$ cat src/common/cx_pkg.sv
// Widths, CSR addresses and encodings shared by the CX request path.
// The selector holds three CX_ID_W fields packed from bit 0 upward.

package cx_pkg;

  // Datapath widths
  localparam int unsigned XLEN        = 32;
  localparam int unsigned CX_FUNC_W   = 25;
  localparam int unsigned CX_ID_W     = 2;
  localparam int unsigned CX_STATUS_W = 4;
  localparam int unsigned CSR_ADDR_W  = 12;

  // CXU id, state id and virtual state id side by side
  localparam int unsigned CSR_SEL_W = 3 * CX_ID_W;

  ////////////////////////////////////////////////////////////////////////////
  // CSR map
  ////////////////////////////////////////////////////////////////////////////

  localparam logic [CSR_ADDR_W-1:0] CSR_MCX_SELECTOR = 12'h7C0;
  localparam logic [CSR_ADDR_W-1:0] CSR_MCX_STATUS   = 12'h7C1;

  // Response status bit positions in the response and the status CSR
  localparam int unsigned STATUS_CI_BIT = 0;
  localparam int unsigned STATUS_SI_BIT = 1;
  localparam int unsigned STATUS_FI_BIT = 2;
  localparam int unsigned STATUS_OP_BIT = 3;

  ////////////////////////////////////////////////////////////////////////////
  // Encodings
  ////////////////////////////////////////////////////////////////////////////

  typedef enum logic [1:0] {
    CSR_READ  = 2'b00,
    CSR_WRITE = 2'b01,
    CSR_SET   = 2'b10,
    CSR_CLEAR = 2'b11
  } csr_op_e;

  // Request FSM states for one outstanding request
  typedef enum logic [1:0] {
    NO_REQ      = 2'b00,
    AWAIT_READY = 2'b01,
    AWAIT_RESP  = 2'b10
  } cx_req_state_e;

endpackage

$ cat src/common/cx_status_if.sv
// Response status from issue logic to the CSR block.
// Flags are only meaningful in the cycle where done is high.

`timescale 1ns/1ps

interface cx_status_if;

  // High for the single cycle a response is accepted
  logic done;

  // Status flags of that response
  logic ci;
  logic si;
  logic fi;
  logic op;

  modport issue (
    output done, ci, si, fi, op
  );

  modport csr (
    input done, ci, si, fi, op
  );

endinterface

$ cat src/hw/cx_unit/cx_csr.sv
// MCX selector and sticky MCX status CSRs.
// Reads are combinational; unknown addresses read zero and ignore writes.

`timescale 1ns/1ps

module cx_csr (
  input  logic                          clk_i,
  input  logic                          rst_ni,

  // CSR access port
  input  logic                          csr_access_i,
  input  cx_pkg::csr_op_e               csr_op_i,
  input  logic [cx_pkg::CSR_ADDR_W-1:0] csr_addr_i,
  input  logic [cx_pkg::XLEN-1:0]       csr_wdata_i,
  output logic [cx_pkg::XLEN-1:0]       csr_rdata_o,

  cx_status_if.csr                      status_i,

  // Selector fields toward the CXU
  output logic [cx_pkg::CX_ID_W-1:0]    cx_cxu_id_o,
  output logic [cx_pkg::CX_ID_W-1:0]    cx_state_id_o,
  output logic [cx_pkg::CX_ID_W-1:0]    cx_virt_state_id_o
);

  logic [cx_pkg::CSR_SEL_W-1:0]   selector_q, selector_d;
  logic [cx_pkg::CX_STATUS_W-1:0] status_q, status_d;
  logic [cx_pkg::CX_STATUS_W-1:0] resp_flags;

  logic [cx_pkg::XLEN-1:0]        selector_ext;
  logic [cx_pkg::XLEN-1:0]        status_ext;
  logic [cx_pkg::XLEN-1:0]        selector_upd;
  logic [cx_pkg::XLEN-1:0]        status_upd;

  logic                           sel_hit;
  logic                           stat_hit;

  // Read, write, set or clear applied to a full-width register value
  function automatic logic [cx_pkg::XLEN-1:0] csr_apply(
    input cx_pkg::csr_op_e         op,
    input logic [cx_pkg::XLEN-1:0] old_val,
    input logic [cx_pkg::XLEN-1:0] wval
  );
    logic [cx_pkg::XLEN-1:0] res;
    unique case (op)
      cx_pkg::CSR_WRITE: res = wval;
      cx_pkg::CSR_SET:   res = old_val | wval;
      cx_pkg::CSR_CLEAR: res = old_val & ~wval;
      default:           res = old_val;
    endcase
    return res;
  endfunction

  ////////////////////////////////////////////////////////////////////////////
  // Decode and read
  ////////////////////////////////////////////////////////////////////////////

  assign sel_hit  = csr_access_i && (csr_addr_i == cx_pkg::CSR_MCX_SELECTOR);
  assign stat_hit = csr_access_i && (csr_addr_i == cx_pkg::CSR_MCX_STATUS);

  always_comb begin
    selector_ext = '0;
    status_ext   = '0;
    selector_ext[cx_pkg::CSR_SEL_W-1:0] = selector_q;
    status_ext[cx_pkg::CX_STATUS_W-1:0] = status_q;
  end

  // Read data is the register value before this cycle's update
  always_comb begin
    csr_rdata_o = '0;
    if (sel_hit) csr_rdata_o = selector_ext;
    if (stat_hit) csr_rdata_o = status_ext;
  end

  ////////////////////////////////////////////////////////////////////////////
  // Update
  ////////////////////////////////////////////////////////////////////////////

  always_comb begin
    resp_flags = '0;
    resp_flags[cx_pkg::STATUS_CI_BIT] = status_i.ci;
    resp_flags[cx_pkg::STATUS_SI_BIT] = status_i.si;
    resp_flags[cx_pkg::STATUS_FI_BIT] = status_i.fi;
    resp_flags[cx_pkg::STATUS_OP_BIT] = status_i.op;
  end

  assign selector_upd = csr_apply(csr_op_i, selector_ext, csr_wdata_i);
  assign status_upd   = csr_apply(csr_op_i, status_ext, csr_wdata_i);

  // CSR op is applied first and the response flags are ORed on top
  always_comb begin
    selector_d = sel_hit ? selector_upd[cx_pkg::CSR_SEL_W-1:0] : selector_q;
    status_d   = stat_hit ? status_upd[cx_pkg::CX_STATUS_W-1:0] : status_q;
    if (status_i.done) status_d = status_d | resp_flags;
  end

  always_ff @(posedge clk_i or negedge rst_ni) begin
    if (!rst_ni) begin
      selector_q <= '0;
      status_q   <= '0;
    end else begin
      selector_q <= selector_d;
      status_q   <= status_d;
    end
  end

  assign cx_cxu_id_o        = selector_q[cx_pkg::CX_ID_W-1:0];
  assign cx_state_id_o      = selector_q[2*cx_pkg::CX_ID_W-1:cx_pkg::CX_ID_W];
  assign cx_virt_state_id_o = selector_q[3*cx_pkg::CX_ID_W-1:2*cx_pkg::CX_ID_W];

  a_csr_op_known: assert property (@(posedge clk_i) disable iff (!rst_ni)
    csr_access_i |-> !$isunknown(csr_op_i))
    else $error("CSR access with unknown op");

endmodule

$ cat src/hw/cx_unit/cx_issue.sv
// Issues one latched command at a time to the CXU over valid/ready.
// The result pulses for one cycle and has no back-pressure.

`timescale 1ns/1ps

module cx_issue (
  input  logic                         clk_i,
  input  logic                         rst_ni,

  // Command side
  input  logic                         cmd_valid_i,
  output logic                         cmd_ready_o,
  input  logic [cx_pkg::CX_FUNC_W-1:0] cmd_func_i,
  input  logic [cx_pkg::XLEN-1:0]      cmd_data0_i,
  input  logic [cx_pkg::XLEN-1:0]      cmd_data1_i,

  // CXU request
  output logic                         cx_req_valid_o,
  input  logic                         cx_req_ready_i,
  output logic [cx_pkg::CX_FUNC_W-1:0] cx_func_o,
  output logic [cx_pkg::XLEN-1:0]      cx_req_data0_o,
  output logic [cx_pkg::XLEN-1:0]      cx_req_data1_o,

  // CXU response
  input  logic                           cx_resp_valid_i,
  output logic                           cx_resp_ready_o,
  input  logic [cx_pkg::CX_STATUS_W-1:0] cx_resp_status_i,
  input  logic [cx_pkg::XLEN-1:0]        cx_resp_data_i,

  // Result
  output logic                         result_valid_o,
  output logic [cx_pkg::XLEN-1:0]      result_data_o,

  output logic                         busy_o,

  cx_status_if.issue                   status_o
);

  cx_pkg::cx_req_state_e state_q, state_d;

  logic                         cmd_accept;
  logic                         resp_accept;

  logic [cx_pkg::CX_FUNC_W-1:0] func_q;
  logic [cx_pkg::XLEN-1:0]      data0_q;
  logic [cx_pkg::XLEN-1:0]      data1_q;
  logic [cx_pkg::XLEN-1:0]      result_q;
  logic                         result_valid_q;

  ////////////////////////////////////////////////////////////////////////////
  // Request FSM
  ////////////////////////////////////////////////////////////////////////////

  assign cmd_ready_o     = (state_q == cx_pkg::NO_REQ);
  assign cx_req_valid_o  = (state_q == cx_pkg::AWAIT_READY);
  assign cx_resp_ready_o = (state_q == cx_pkg::AWAIT_RESP);
  assign busy_o          = (state_q != cx_pkg::NO_REQ);

  assign cmd_accept  = cmd_valid_i & cmd_ready_o;
  assign resp_accept = cx_resp_valid_i & cx_resp_ready_o;

  // Every command is registered and then waits in AWAIT_READY
  always_comb begin
    state_d = state_q;
    unique case (state_q)
      cx_pkg::NO_REQ: begin
        if (cmd_valid_i) state_d = cx_pkg::AWAIT_READY;
      end
      cx_pkg::AWAIT_READY: begin
        if (cx_req_ready_i) state_d = cx_pkg::AWAIT_RESP;
      end
      cx_pkg::AWAIT_RESP: begin
        if (cx_resp_valid_i) state_d = cx_pkg::NO_REQ;
      end
      default: state_d = cx_pkg::NO_REQ;
    endcase
  end

  always_ff @(posedge clk_i or negedge rst_ni) begin
    if (!rst_ni) begin
      state_q        <= cx_pkg::NO_REQ;
      result_valid_q <= 1'b0;
    end else begin
      state_q        <= state_d;
      result_valid_q <= resp_accept;
    end
  end

  ////////////////////////////////////////////////////////////////////////////
  // Payload and result
  ////////////////////////////////////////////////////////////////////////////

  always_ff @(posedge clk_i) begin
    if (cmd_accept) begin
      func_q  <= cmd_func_i;
      data0_q <= cmd_data0_i;
      data1_q <= cmd_data1_i;
    end
    if (resp_accept) begin
      result_q <= cx_resp_data_i;
    end
  end

  assign cx_func_o      = func_q;
  assign cx_req_data0_o = data0_q;
  assign cx_req_data1_o = data1_q;
  assign result_valid_o = result_valid_q;
  assign result_data_o  = result_q;

  // Status flags go to the CSR block in the acceptance cycle
  assign status_o.done = resp_accept;
  assign status_o.ci   = cx_resp_status_i[cx_pkg::STATUS_CI_BIT];
  assign status_o.si   = cx_resp_status_i[cx_pkg::STATUS_SI_BIT];
  assign status_o.fi   = cx_resp_status_i[cx_pkg::STATUS_FI_BIT];
  assign status_o.op   = cx_resp_status_i[cx_pkg::STATUS_OP_BIT];

  ////////////////////////////////////////////////////////////////////////////
  // Assertions
  ////////////////////////////////////////////////////////////////////////////

  // Pending request holds valid and payload until the CXU takes it
  a_req_stable: assert property (@(posedge clk_i) disable iff (!rst_ni)
    (cx_req_valid_o && !cx_req_ready_i) |=>
      (cx_req_valid_o && $stable({cx_func_o, cx_req_data0_o, cx_req_data1_o})))
    else $error("CX request dropped or changed while waiting for ready");

  a_state_legal: assert property (@(posedge clk_i) disable iff (!rst_ni)
    state_q inside {cx_pkg::NO_REQ, cx_pkg::AWAIT_READY, cx_pkg::AWAIT_RESP})
    else $error("CX request FSM in illegal state");

endmodule

$ cat src/hw/cx_unit_top.sv
// CX request path with its selector and status CSRs.
// One command in flight; the result must be taken in its pulse cycle.

`timescale 1ns/1ps

module cx_unit_top (
  input  logic                           clk_i,
  input  logic                           rst_ni,

  // Command
  input  logic                           cmd_valid_i,
  output logic                           cmd_ready_o,
  input  logic [cx_pkg::CX_FUNC_W-1:0]   cmd_func_i,
  input  logic [cx_pkg::XLEN-1:0]        cmd_data0_i,
  input  logic [cx_pkg::XLEN-1:0]        cmd_data1_i,

  // Result
  output logic                           result_valid_o,
  output logic [cx_pkg::XLEN-1:0]        result_data_o,

  // CXU request
  output logic                           cx_req_valid_o,
  input  logic                           cx_req_ready_i,
  output logic [cx_pkg::CX_FUNC_W-1:0]   cx_func_o,
  output logic [cx_pkg::XLEN-1:0]        cx_req_data0_o,
  output logic [cx_pkg::XLEN-1:0]        cx_req_data1_o,
  output logic [cx_pkg::CX_ID_W-1:0]     cx_cxu_id_o,
  output logic [cx_pkg::CX_ID_W-1:0]     cx_state_id_o,
  output logic [cx_pkg::CX_ID_W-1:0]     cx_virt_state_id_o,

  // CXU response
  input  logic                           cx_resp_valid_i,
  output logic                           cx_resp_ready_o,
  input  logic [cx_pkg::CX_STATUS_W-1:0] cx_resp_status_i,
  input  logic [cx_pkg::XLEN-1:0]        cx_resp_data_i,

  // CSR port
  input  logic                           csr_access_i,
  input  cx_pkg::csr_op_e                csr_op_i,
  input  logic [cx_pkg::CSR_ADDR_W-1:0]  csr_addr_i,
  input  logic [cx_pkg::XLEN-1:0]        csr_wdata_i,
  output logic [cx_pkg::XLEN-1:0]        csr_rdata_o,

  output logic                           busy_o
);

  cx_status_if status_if ();

  cx_issue u_issue (
    .clk_i            (clk_i),
    .rst_ni           (rst_ni),
    .cmd_valid_i      (cmd_valid_i),
    .cmd_ready_o      (cmd_ready_o),
    .cmd_func_i       (cmd_func_i),
    .cmd_data0_i      (cmd_data0_i),
    .cmd_data1_i      (cmd_data1_i),
    .cx_req_valid_o   (cx_req_valid_o),
    .cx_req_ready_i   (cx_req_ready_i),
    .cx_func_o        (cx_func_o),
    .cx_req_data0_o   (cx_req_data0_o),
    .cx_req_data1_o   (cx_req_data1_o),
    .cx_resp_valid_i  (cx_resp_valid_i),
    .cx_resp_ready_o  (cx_resp_ready_o),
    .cx_resp_status_i (cx_resp_status_i),
    .cx_resp_data_i   (cx_resp_data_i),
    .result_valid_o   (result_valid_o),
    .result_data_o    (result_data_o),
    .busy_o           (busy_o),
    .status_o         (status_if.issue)
  );

  cx_csr u_csr (
    .clk_i              (clk_i),
    .rst_ni             (rst_ni),
    .csr_access_i       (csr_access_i),
    .csr_op_i           (csr_op_i),
    .csr_addr_i         (csr_addr_i),
    .csr_wdata_i        (csr_wdata_i),
    .csr_rdata_o        (csr_rdata_o),
    .status_i           (status_if.csr),
    .cx_cxu_id_o        (cx_cxu_id_o),
    .cx_state_id_o      (cx_state_id_o),
    .cx_virt_state_id_o (cx_virt_state_id_o)
  );

endmodule

$ cat config.mk
export PLATFORM = sky130hd
export DESIGN_NAME = cx_unit_top
export DESIGN_NICKNAME = d
export VERILOG_FILES = /design/src/common/cx_pkg.sv /design/src/common/cx_status_if.sv /design/src/hw/cx_unit/cx_csr.sv /design/src/hw/cx_unit/cx_issue.sv /design/src/hw/cx_unit_top.sv
export SDC_FILE = /design/constraint.sdc
export NUM_CORES = 1
export LEC_CHECK = 0
export BUFFER_PORTS_ARGS = -buffer_cell sky130_fd_sc_hd__buf_2
export CAP_MARGIN = 20
export CORE_AREA = 8 8 127 129
export CTS_BUF_LIST = sky130_fd_sc_hd__clkbuf_8
export CTS_CLUSTER_DIAMETER = 50
export DETAILED_ROUTE_END_ITERATION = 8
export DIE_AREA = 0 0 135 137
export PLACE_DENSITY = 0.68
export RECOVER_POWER = 25
export REMOVE_ABC_BUFFERS = 1
export SLEW_MARGIN = 20
export SYNTH_ARGS = -nofsm -noshare
export SYNTH_HDL_FRONTEND = slang
export SYNTH_HIERARCHICAL = 1
export SYNTH_SLANG_ARGS = --single-unit
$ cat constraint.sdc
create_clock -name clk_i -period 3.9 [get_ports clk_i]
set_input_delay 0.195 -clock clk_i [delete_from_list [all_inputs] [get_ports clk_i]]
set_output_delay 0.195 -clock clk_i [all_outputs]
set_load 0.01 [all_outputs]
Word-level counts from Yosys, hierarchy flattened
Cells that the tools add are included.

storage, ports and cells
  output and inout port bits = 164
  bits in registers = 134

cells by class
  multiplexer cells = 10
  bitwise logic cells = 8
  eq/ne operators = 10
  reductions and logical operators = 7

operators with widths
  operator              count
  $eq 12x11->1 const B  2
  $pmux 6 s3            1
  $mux 6                2
  $pmux 4 s3            1
  $mux 4                2
  $or 4x4->4            2
  $and 6x6->6           1
  $eq 2x2->1 const B    3
  $mux 2                3
  $not 6->6             1
  $or 6x6->6            1
  $pmux 2 s3            1
  $and 4x4->4           1
  $eq 2x1->1 const B    2
  $ne 2x2->1 const B    2
  $reduce_and 3->1      1
  $reduce_bool 3->1     1
  $and 1x1->1           2
  $logic_and 1x1->1     2
  $logic_not 2->1       1
  $ne 2x1->1 const B    1
  $reduce_and 2->1      1
  $reduce_bool 2->1     1

Logic depth before layout (Yosys ltp)
Gate-level depths: netlist (run 1).

  word-level depth = 6
  depth in mapped cells = 5
  depth with buffers taken out = 4

Hierarchy
The synthesis (run 1) kept the hierarchy.

by module, submodules not included
  module    area each (sq um)  cells each  instances
  cx_issue  3809.9             139         1
  cx_csr    863.3              100         1

Worst setup path after synthesis (run 1)
Ideal clock, no wire load.

  kind = register -> register
  start point = register u_issue.state_q[0]
  end point = register u_issue.func_q, in the netlist u_issue/cx_func_o[0], enable pin
  buffers on the path = 0
  arrival = 2.821 ns
  cell stages (with the launch flop) = 4
  path slack = 0.622 ns
  path through = dfrtp_1 -> or2_4 -> inv_2 -> and2_1

on the way
  word-level cells in the longest chain between the ends = 2

RTL lines
  element                   RTL line           text
  start: declaration        cx_issue.sv:39     cx_pkg::cx_req_state_e state_q, state_d;
  start signal: assignment  cx_issue.sv:81     state_q <= cx_pkg::NO_REQ;
  start signal: assignment  cx_issue.sv:84     state_q <= state_d;
  $logic_not 2->1           cx_issue.sv:54     assign cmd_ready_o = (state_q == cx_pkg::NO_REQ);
  via cmd_ready_o           cx_unit_top.sv:12  output logic cmd_ready_o,
  $and 1x1->1               cx_issue.sv:59     assign cmd_accept = cmd_valid_i & cmd_ready_o;
  via u_issue.cmd_accept    cx_issue.sv:41     logic cmd_accept;
  end signal: assignment    cx_issue.sv:95     func_q <= cmd_func_i;
  end: declaration          cx_issue.sv:44     logic [cx_pkg::CX_FUNC_W-1:0] func_q;

The timed path passes the listed nets, and every way through them passes these cells.
A chain may end at the register's enable or synchronous reset.

Worst setup path after layout (run 1)
  start point = register u_issue.state_q[0]
  end point = register u_issue.func_q, in the netlist u_issue/cx_func_o[10], enable pin

on the way
  word-level cells in the longest chain between the ends = 2

RTL lines
  element                 RTL line
  $logic_not 2->1         cx_issue.sv:54
  $and 1x1->1             cx_issue.sv:59
  via u_issue.cmd_accept  cx_issue.sv:41

The timed path passes the listed nets, and every way through them passes these cells.

==> metrics.yaml, run 1 <==
ctsRootBufferMaster: "clkbuf_8"
setup_viol: 0
final_antenna_net_count: 0
avgSynthCellArea_sq_um: 19.6
pwr-share-comb_pct: 21.3
cp.required_ns: 4.02
antenna_found_initial: 1
slew_viol_final: 0
grt_max_degree: 57
rr_worst_depth: 4
swShare_pct: 28.6
layout_commonest_cell: "buf_2"
tightest_slew_ns: 0.860
path_class: "reg2reg"
numPortBuffers: 288
hold_viol_final: 0
numCtsBuffers: 17
vias_per_cell: 4.20
clkLatencyLatePin_ns: 0.43
worst-path-max-fanout: 56
yosysUniqueCellTypes: 32
max-cap-violations: 0
gp_congestion: 0.844
ctsResizeCount: 0
min_path_cells: 3
syn_inst: 239
worstHoldStart: "csr_wdata_i[4]"
final_cell_mix: "buf_2, dlygate4sd3_1, edfxtp_1"
tns_ns: 0
multiInputGateArea_sq_um: 549
p_int_mw: 2.93
path_clk_slew_ns: 0.08
dpl.hpwl_um: 11800
min_period_ns: 2.06
cts_setup_buffers: 0
reg2reg_slack_ns: 1.84
clockPowerShare_pct: 29.9
totalWireLength_um: 16300
power_mw: 4.11
ys_warn_count: 6
fmax_mhz: 486
drive_gt1_share_pct: 48.4
start_util_pct: 32.9
ios: 341
grt_use_total_pct: 17.3
rows: 44
cts_tree: "done"
area_growth_pct: 69.6
fillCellCount: 1111
die-area_sq_um: 18500
switchingPower_mw: 1.17
irDropWorstVdd_mv: 0.220
r2r-end: "u_issue/cx_func_o[10]"
nets: 844
relSlewSlack_pct: 42.6
htreeDepth: 4
drc_errors: 0
worstPathArrival_ns: 2.18
ys_seq_area_share_pct: 84.7
core_area_sq_um: 14200
die_w_um: 135
seq_power_share_pct: 48.8
cts-hold-fix-buffers: 128
seqCellArea_sq_um: 3960
rsz0062_at_grt: "no"
cp-end-kind: "flip-flop"
hold_end: "u_csr/selector_q[4]"
synth_seq_cells: 134
cts_buffer_depth: 2
status: "finished clean"
start_kind: "flip-flop"
vias: 3641
grt_pass1_wl_um: 23900
power.leakage_nw: 3.46
dr.first_iter.drc_count: 187
routedWlPerCell_um: 18.8
fin_worst_skew_ns: 0.00589
hold_class: "in2reg"
p_per_area_nw_per_um2: 518
die_y_um: 137
finalCritPeriodShare_pct: 52.8
grt_overflow: 0
cts_num_sinks: 134
netlist_area_sq_um: 4670
dr.pass1.iters: 4
r2r-start: "u_issue/state_q[0]"
grt_pass1_vias: 4175
## how the worst max path moves through the flow
stage	from	to	slack [ns]	depth (start not counted)
floorplan	u_issue/state_q[0]	u_issue/cx_func_o[0]	0.62	3
global placement	u_issue/state_q[0]	u_issue/cx_func_o[4]	1.90	4
detailed placement	u_issue/state_q[0]	u_issue/cx_req_data1_o[8]	1.84	4
CTS	u_issue/state_q[0]	u_issue/cx_req_data1_o[8]	1.84	4
global route	u_issue/state_q[0]	u_issue/cx_func_o[10]	1.71	4
finish	u_issue/state_q[0]	u_issue/cx_func_o[10]	1.84	4
## per-layer routing
metal | GRT usage (%) | part of all wire (%)
met1 | 18.0 | 37
met5 | 0 | 0
met4 | 4.87 | 0.74
met2 | 31.0 | 53
met3 | 7.60 | 9.6
## Yosys cell counts (all sizes together)
library cell / instances / share of area (%)
edfxtp: 121 / 78
or3b: 1 / 0.24
a22o: 1 / 0.19
or2: 2 / 0.32
and2: 5 / 0.67
nor2: 4 / 0.32
a21oi: 7 / 0.75
or2b: 1 / 0.16
buf: 32 / 5.0
nand2: 4 / 0.32
nand4bb: 1 / 0.24
dfrtp: 13 / 7.0
clkbuf: 2 / 0.16
xnor2: 7 / 1.3
inv: 6 / 0.48
or4: 2 / 0.40
nand2b: 1 / 0.13
nor4: 1 / 0.46
or3: 1 / 0.24
o21ai: 5 / 0.54
nand4: 1 / 0.13
conb: 1 / 0.080
o211ai: 4 / 0.64
mux2i: 4 / 0.86
nor2b: 6 / 0.86
a31oi: 6 / 0.80
## cell type report
type	count	area share, %
inverters	6	0.284
well taps	184	2.90
clock inverters	15	2.43
flip-flops and latches	134	49.9
clock buffers	17	2.95
multi-input cells	90	6.93
diodes	2	0.0631
repair buffers	418	34.5
## critical path, stage by stage (launching register included)
cell     delay, ns
dfrtp_1       0.42
or2_4         0.26
inv_2         0.05
and2_4        0.61
buf_4         0.38
## logic make-up (layout without fill, tap and decap cells)
logic type,after synthesis,after routing,synth area share (%)
DFF,134,134,84.7
buffers and inverters,40,456,5.62
and+or+nand+nor,30,30,4.50
AOI/OAI and AO/OA,23,23,2.92
xor gates and xnor gates,7,7,1.31
muxes,4,4,0.857
other,1,28,0.0802
## through the flow
step	hold WS [ns]	util [%]	cells	worst slack, ns	area [sq um]
global route	0.0277	55.8	865	1.71	7930
detailed placement	0.103	43.8	704	1.84	6220
floorplan	-0.101	-	230	0.622	4530
finish	0.0564	55.8	866	1.84	7930
CTS	0.00808	55.8	864	1.84	7930
global placement	0.0961	43.8	704	1.90	6220
## power groups by stage
stage / Combinational, mW / Sequential (mW) / Clock (mW)
4_1_cts: 0.886 / 2.00 / 1.27
3_5_place_dp: 0.781 / 2.03 / 0
5_1_grt: 0.942 / 2.03 / 1.34
3_3_place_gp: 0.766 / 2.02 / 0
2_1_floorplan: 0.211 / 2.18 / 0
6_report: 0.876 / 2.00 / 1.23
## flip-flops by register name, summed over array words and instances, names as in the netlist
name                    flops
u_csr/status_q              4
u_issue/cx_req_data1_o     32
u_issue/cx_func_o          25
u_csr/selector_q            6
u_issue/result_valid_o      1
u_issue/cx_req_data0_o     32
u_issue/state_q             2
u_issue/result_data_o      32
Power figures use the tool's default switching activity.
==> run 2, diff against run 1 <==
==> constraint.sdc (replaced) <==
create_clock -name clk_i -period 2.1 [get_ports clk_i]
set_input_delay 0.105 -clock clk_i [delete_from_list [all_inputs] [get_ports clk_i]]
set_output_delay 0.105 -clock clk_i [all_outputs]
set_load 0.01 [all_outputs]
==> metrics.yaml, run 2 (synthesis results as in run 1) <==
status: "finished clean"
grt_overflow: 0  # unchanged
dpl.hpwl_um: 12100  # +2.5%
finalCritPeriodShare_pct: 95.3
seqCellArea_sq_um: 3960  # unchanged
die_w_um: 135  # unchanged
fillCellCount: 1135  # +2.2%
grt_max_degree: 90  # +58%
swShare_pct: 29.3  # +0.67 points
cts_buffer_depth: 2  # unchanged
path_class: "in2reg"
grt_use_total_pct: 17.7  # +0.41 points
max-cap-violations: 0  # unchanged
totalWireLength_um: 16700  # +2.4%
rows: 44  # unchanged
final_cell_mix: "buf_2, dlygate4sd3_1, edfxtp_1"
pwr-share-comb_pct: 23.2  # +1.9 points
clockPowerShare_pct: 26.6  # -3.3 points
die-area_sq_um: 18500  # unchanged
grt_pass1_vias: 4181  # +0.14%
start_util_pct: 32.9  # unchanged
worstPathArrival_ns: 2.38  # +0.20 ns
cp.required_ns: 2.47  # -1.55 ns
multiInputGateArea_sq_um: 549  # unchanged
layout_commonest_cell: "buf_2"
nets: 856  # +1.4%
drive_gt1_share_pct: 47.1  # -1.3 points
min_period_ns: 2.00
hold_class: "in2reg"
power.leakage_nw: 3.46  # about the same
path_clk_slew_ns: 0.08  # about the same
antenna_found_initial: 0  # -1
die_y_um: 137  # unchanged
switchingPower_mw: 2.17  # +85%
routedWlPerCell_um: 19.0  # +1.2%
irDropWorstVdd_mv: 0.540  # +150%
numPortBuffers: 288  # unchanged
cts_tree: "done"
fin_worst_skew_ns: 0.00525  # -0.000641 ns
cts_num_sinks: 134  # unchanged
n_antenna_cell: 0  # -2
relSlewSlack_pct: 52.7  # +10 points
p_int_mw: 5.25  # +79%
clkLatencyLatePin_ns: 0.43  # about the same
slew_viol_final: 0  # unchanged
seq_power_share_pct: 50.2  # +1.4 points
gp_congestion: 0.855  # +1.3%
area_growth_pct: 71.0
p_per_area_nw_per_um2: 930  # +79%
timing.hold.ws_ns: 0.152  # +0.0951 ns
ctsRootBufferMaster: "clkbuf_8"
setup_viol: 0  # unchanged
vias: 3734  # +2.6%
rsz0062_at_grt: "no"
worst-path-max-fanout: 5  # -91%
final_antenna_net_count: 0  # unchanged
vias_per_cell: 4.26  # +1.4%
dpl_cell_area_sq_um: 6240  # +0.32%
post-route-cell-area_sq_um: 7990  # +0.77%
ios: 341  # unchanged
start_kind: "input pin"
htreeDepth: 4  # unchanged
numCtsBuffers: 17  # unchanged
core_area_sq_um: 14200  # unchanged
tightest_slew_ns: 0.709  # -0.152 ns
grt_pass1_wl_um: 24500  # +2.5%
dr.pass1.iters: 4  # unchanged
fmax_mhz: 500
drc_errors: 0  # unchanged
hold_viol_final: 0  # unchanged
dr.first_iter.drc_count: 213  # +14%
cp-end-kind: "flip-flop"
==> run 2: changes by cell type in the layout (fill, tap and decap cells not counted), moves of 3 or more <==
cell and delta:
dlygate4sd3_1 +11, clkinv_4 -4, clkinvlp_4 +4, buf_2 -3, clkbuf_1 +3, clkinv_2 +3
==> run 2: worst paths after layout <==
check	slack (ns)	start	cells past startpoint	to
max in group asynchronous	1.42	rst_ni	2	u_issue/result_valid_o
worst min register to register	0.48	u_issue/state_q[1]	1	u_issue/state_q[0]
min in group asynchronous	0.23	rst_ni	2	u_issue/state_q[1]
worst max register to register	0.19	u_issue/state_q[1]	6	u_csr/status_q[1]
worst min-delay path	0.15	csr_op_i[1]	3	u_csr/selector_q[4]
worst max-delay path	0.1	csr_addr_i[3]	6	u_csr/status_q[1]
==> run 2: worst max-delay path, stage by stage <==
cell and delay, ns:
buf_2 0.10, or4_4 0.56, or3_4 0.44, or3b_4 0.41, o211ai_1 0.19, dlygate4sd3_1 0.58
==> run 2: power by group through the flow <==
stage | clock network, mW | registers (mW) | logic (mW)
2_1_floorplan | 0 | 4.04 | 0.392
3_3_place_gp | 0 | 3.75 | 1.44
6_report | 1.98 | 3.73 | 1.72
4_1_cts | 2.05 | 3.72 | 1.73
5_1_grt | 2.17 | 3.77 | 1.85
3_5_place_dp | 0 | 3.78 | 1.47
==> run 2: layout make-up <==
class / instances / share of cell area, %
Clock buffer: 17 / 2.93
Tap cell: 184 / 2.88
Timing Repair Buffer: 430 / 35.9
Clock inverter: 15 / 1.61
Inverter: 6 / 0.282
Multi-Input combinational cell: 90 / 6.88
Sequential cell: 134 / 49.6
==> run 2: through the flow <==
stage	power (mW)	utilization, %	setup slack (ns)	setup TNS (ns)	cells
final	7.43	56.2	0.0986	0	876
after global routing	7.80	56.2	0.0530	0	876
after CTS	7.51	56.3	0.0512	0	876
after detailed placement	5.25	43.9	0.207	0	705
after global placement	5.20	43.9	0.260	0	705
after floorplan	4.43	-	-1.18	-104.88	230
==> run 2: repair_timing <==
action,CTS,global route
endpoints found under the hold margin,146,0
hold buffers,139,0
setup buffers,0,0
gates resized for setup,0,1
setup endpoints to repair,0,4
==> run 2: per-layer routing <==
metal,vias to the layer above,share of wire [%],GRT usage (%)
li1,1720,-,-
met1,1760,37,19.2
met4,0,1.8,6.72
met3,18,9.4,6.86
met5,-,0,0
met2,236,52,30.8
==> run 3, diff against run 2 <==
==> constraint.sdc (replaced) <==
create_clock -name clk_i -period 2.1 [get_ports clk_i]
set_input_delay 0.42 -clock clk_i [delete_from_list [all_inputs] [get_ports clk_i]]
set_output_delay 0.42 -clock clk_i [all_outputs]
set_load 0.02 [all_outputs]
==> metrics.yaml, run 3 (synthesis results as in run 1) <==
fmax_mhz: 457  # -8.5%
dr.first_iter.drc_count: 139  # -35%
dr.pass1.iters: 4  # unchanged
grt_pass1_wl_um: 20800  # -15%
die_y_um: 137  # unchanged
numCtsBuffers: 17  # unchanged
irDropWorstVdd_mv: 0.541  # +0.28%
vias: 3125  # -16%
dpl_cell_area_sq_um: 6240  # +0.12%
slew_viol_final: 0  # unchanged
cpPeakStageDelay_ns: 0.55  # -0.03 ns
antenna_found_initial: 2  # +2
cp.required_ns: 1.68  # -0.79 ns
totalWireLength_um: 14700  # -12%
final_antenna_net_count: 0  # unchanged
final_cell_mix: "buf_2, edfxtp_1, conb_1"
nets: 719  # -16%
grtUsageMet2_pct: 26.4  # -4.4 points
die_w_um: 135  # unchanged
grt_use_total_pct: 15.3  # -2.4 points
gp_congestion: 0.853  # -0.28%
worstHoldStart: "cmd_data1_i[17]"
area_growth_pct: 43.1
rsz0062_at_grt: "yes"
layout_commonest_cell: "buf_2"
power.leakage_nw: 2.92  # -16%
htreeDepth: 4  # unchanged
use_met1_pct: 15.3  # -3.9 points
rr_worst_depth: 4  # -2
start_util_pct: 32.9  # unchanged
cp-end-kind: "primary output"
worstPathArrival_ns: 1.77  # -0.61 ns
crit_top_cell: "buf_6"
grt_overflow: 0  # unchanged
multiInputGateArea_sq_um: 579  # +5.5%
fin_util_pct: 47.1  # -9.2 points
crit_slowest_cell: "or4_4"
violations: "setup timing"
path_clk_slew_ns: 0.08  # about the same
worst-path-max-fanout: 5  # unchanged
tns_ns: -0.339  # -0.339 ns
path_class: "in2out"
numPortBuffers: 288  # unchanged
reg2reg_slack_ns: 0.44  # +0.25 ns
n_antenna_cell: 0  # unchanged
grt_pass1_vias: 3477  # -17%
drive_gt1_share_pct: 60.7  # +14 points
dpl.hpwl_um: 12000  # -0.91%
drc_errors: 0  # unchanged
hold_end: "u_issue/cx_req_data1_o[17]"
finalCritPeriodShare_pct: 104  # +8.8 points
cts_num_sinks: 134  # unchanged
p_per_area_nw_per_um2: 1120  # +21%
core_area_sq_um: 14200  # unchanged
cts_tree: "done"
status: "complete, but fails checks"
setup_ws_ns: -0.0862  # -0.185 ns
met3_usage_pct: 8.85  # +2.0 points
vias_per_cell: 4.23  # -0.79%
rows: 44  # unchanged
post-route-cell-area_sq_um: 6690  # -16%
placed_cells: 706  # +0.14%
ctsRootBufferMaster: "clkbuf_8"
max-cap-violations: 0  # unchanged
busiest_layer: "met2"
seqCellArea_sq_um: 3960  # unchanged
setup_viol: 4  # +4
r2r-start: "u_issue/state_q[0]"
fin_worst_skew_ns: 0.00919  # +0.00395 ns
routedWlPerCell_um: 19.9  # +4.6%
hold_class: "in2reg"
die-area_sq_um: 18500  # unchanged
final_cells: 739  # -16%
min_period_ns: 2.19  # +0.185 ns
clkLatencyLatePin_ns: 0.42  # about the same
start_kind: "input pin"
cp_num_buf_inv: 2  # unchanged
grt_max_degree: 90  # unchanged
path_delay_family: "simple AND/OR/NAND/NOR gates"
fillCellCount: 1315  # +16%
ios: 341  # unchanged
min_path_cells: 1  # -2
cts_buffer_depth: 2  # unchanged
r2r-end: "u_issue/cx_req_data0_o[10]"
cp_cell_sequence: "buf_6 > or4_4 > or3_4 > nor2_4 > buf_6"
power_mw: 7.49  # +0.92%
hold_viol_final: 0  # unchanged
## run 3: worst reg2reg max path, cell delays in order (launching register included)
cell and delay, ns:
dfrtp_1 0.42, or2_4 0.27, inv_2 0.05, and2_4 0.14, buf_12 0.36
## run 3: report_power, final
group | switching (mW) | internal, mW
Sequential | 0.153 | 3.56
Clock | 1.02 | 0.940
Combinational | 1.28 | 0.538
Total | 2.45 | 5.04
## run 3: worst max-delay path by stage
stage	from	endpoint	slack [ns]	depth (start not counted)
floorplan	u_issue/state_q[0]	u_issue/cx_func_o[0]	-1.26	3
global placement	csr_addr_i[3]	csr_rdata_o[2]	-0.15	5
detailed placement	csr_addr_i[3]	csr_rdata_o[2]	-0.16	5
CTS	csr_addr_i[4]	csr_rdata_o[2]	-0.1	5
global route	csr_addr_i[4]	csr_rdata_o[1]	-0.12	5
finish	csr_addr_i[4]	csr_rdata_o[1]	-0.09	5
## run 3: layout make-up
type	instances	share of cell area, %
Multi-Input combinational cell	90	8.66
Sequential cell	134	59.2
Inverter	6	0.337
Timing Repair Buffer	293	22.9
Clock inverter	15	2.00
Tap cell	184	3.44
Clock buffer	17	3.50
## run 3: per-layer routing
metal | vias up | wire length (um) | share of wire, %
li1 | 1445 | - | -
met1 | 1463 | 5100 | 35
met2 | 198 | 7590 | 52
met3 | 15 | 1840 | 13
met4 | 4 | 151 | 1.0
met5 | - | 25 | 0.17
## run 3: what timing repair did
action | CTS | global route
setup buffers | 0 | 0
gates resized for setup | 19 | 0
setup endpoints to repair | 6 | 6
pin swaps | 6 | 1
gates cloned | 0 | 0
hold buffers | 1 | 0
hold endpoints to repair | 13 | 0
## run 3: through the flow
stage / setup slack, ns / hold WS (ns)
after CTS: -0.0993 / 0.111
after global routing: -0.118 / 0.116
final: -0.0862 / 0.162
after global placement: -0.149 / 0.318
after detailed placement: -0.164 / 0.326
after floorplan: -1.26 / 0.124
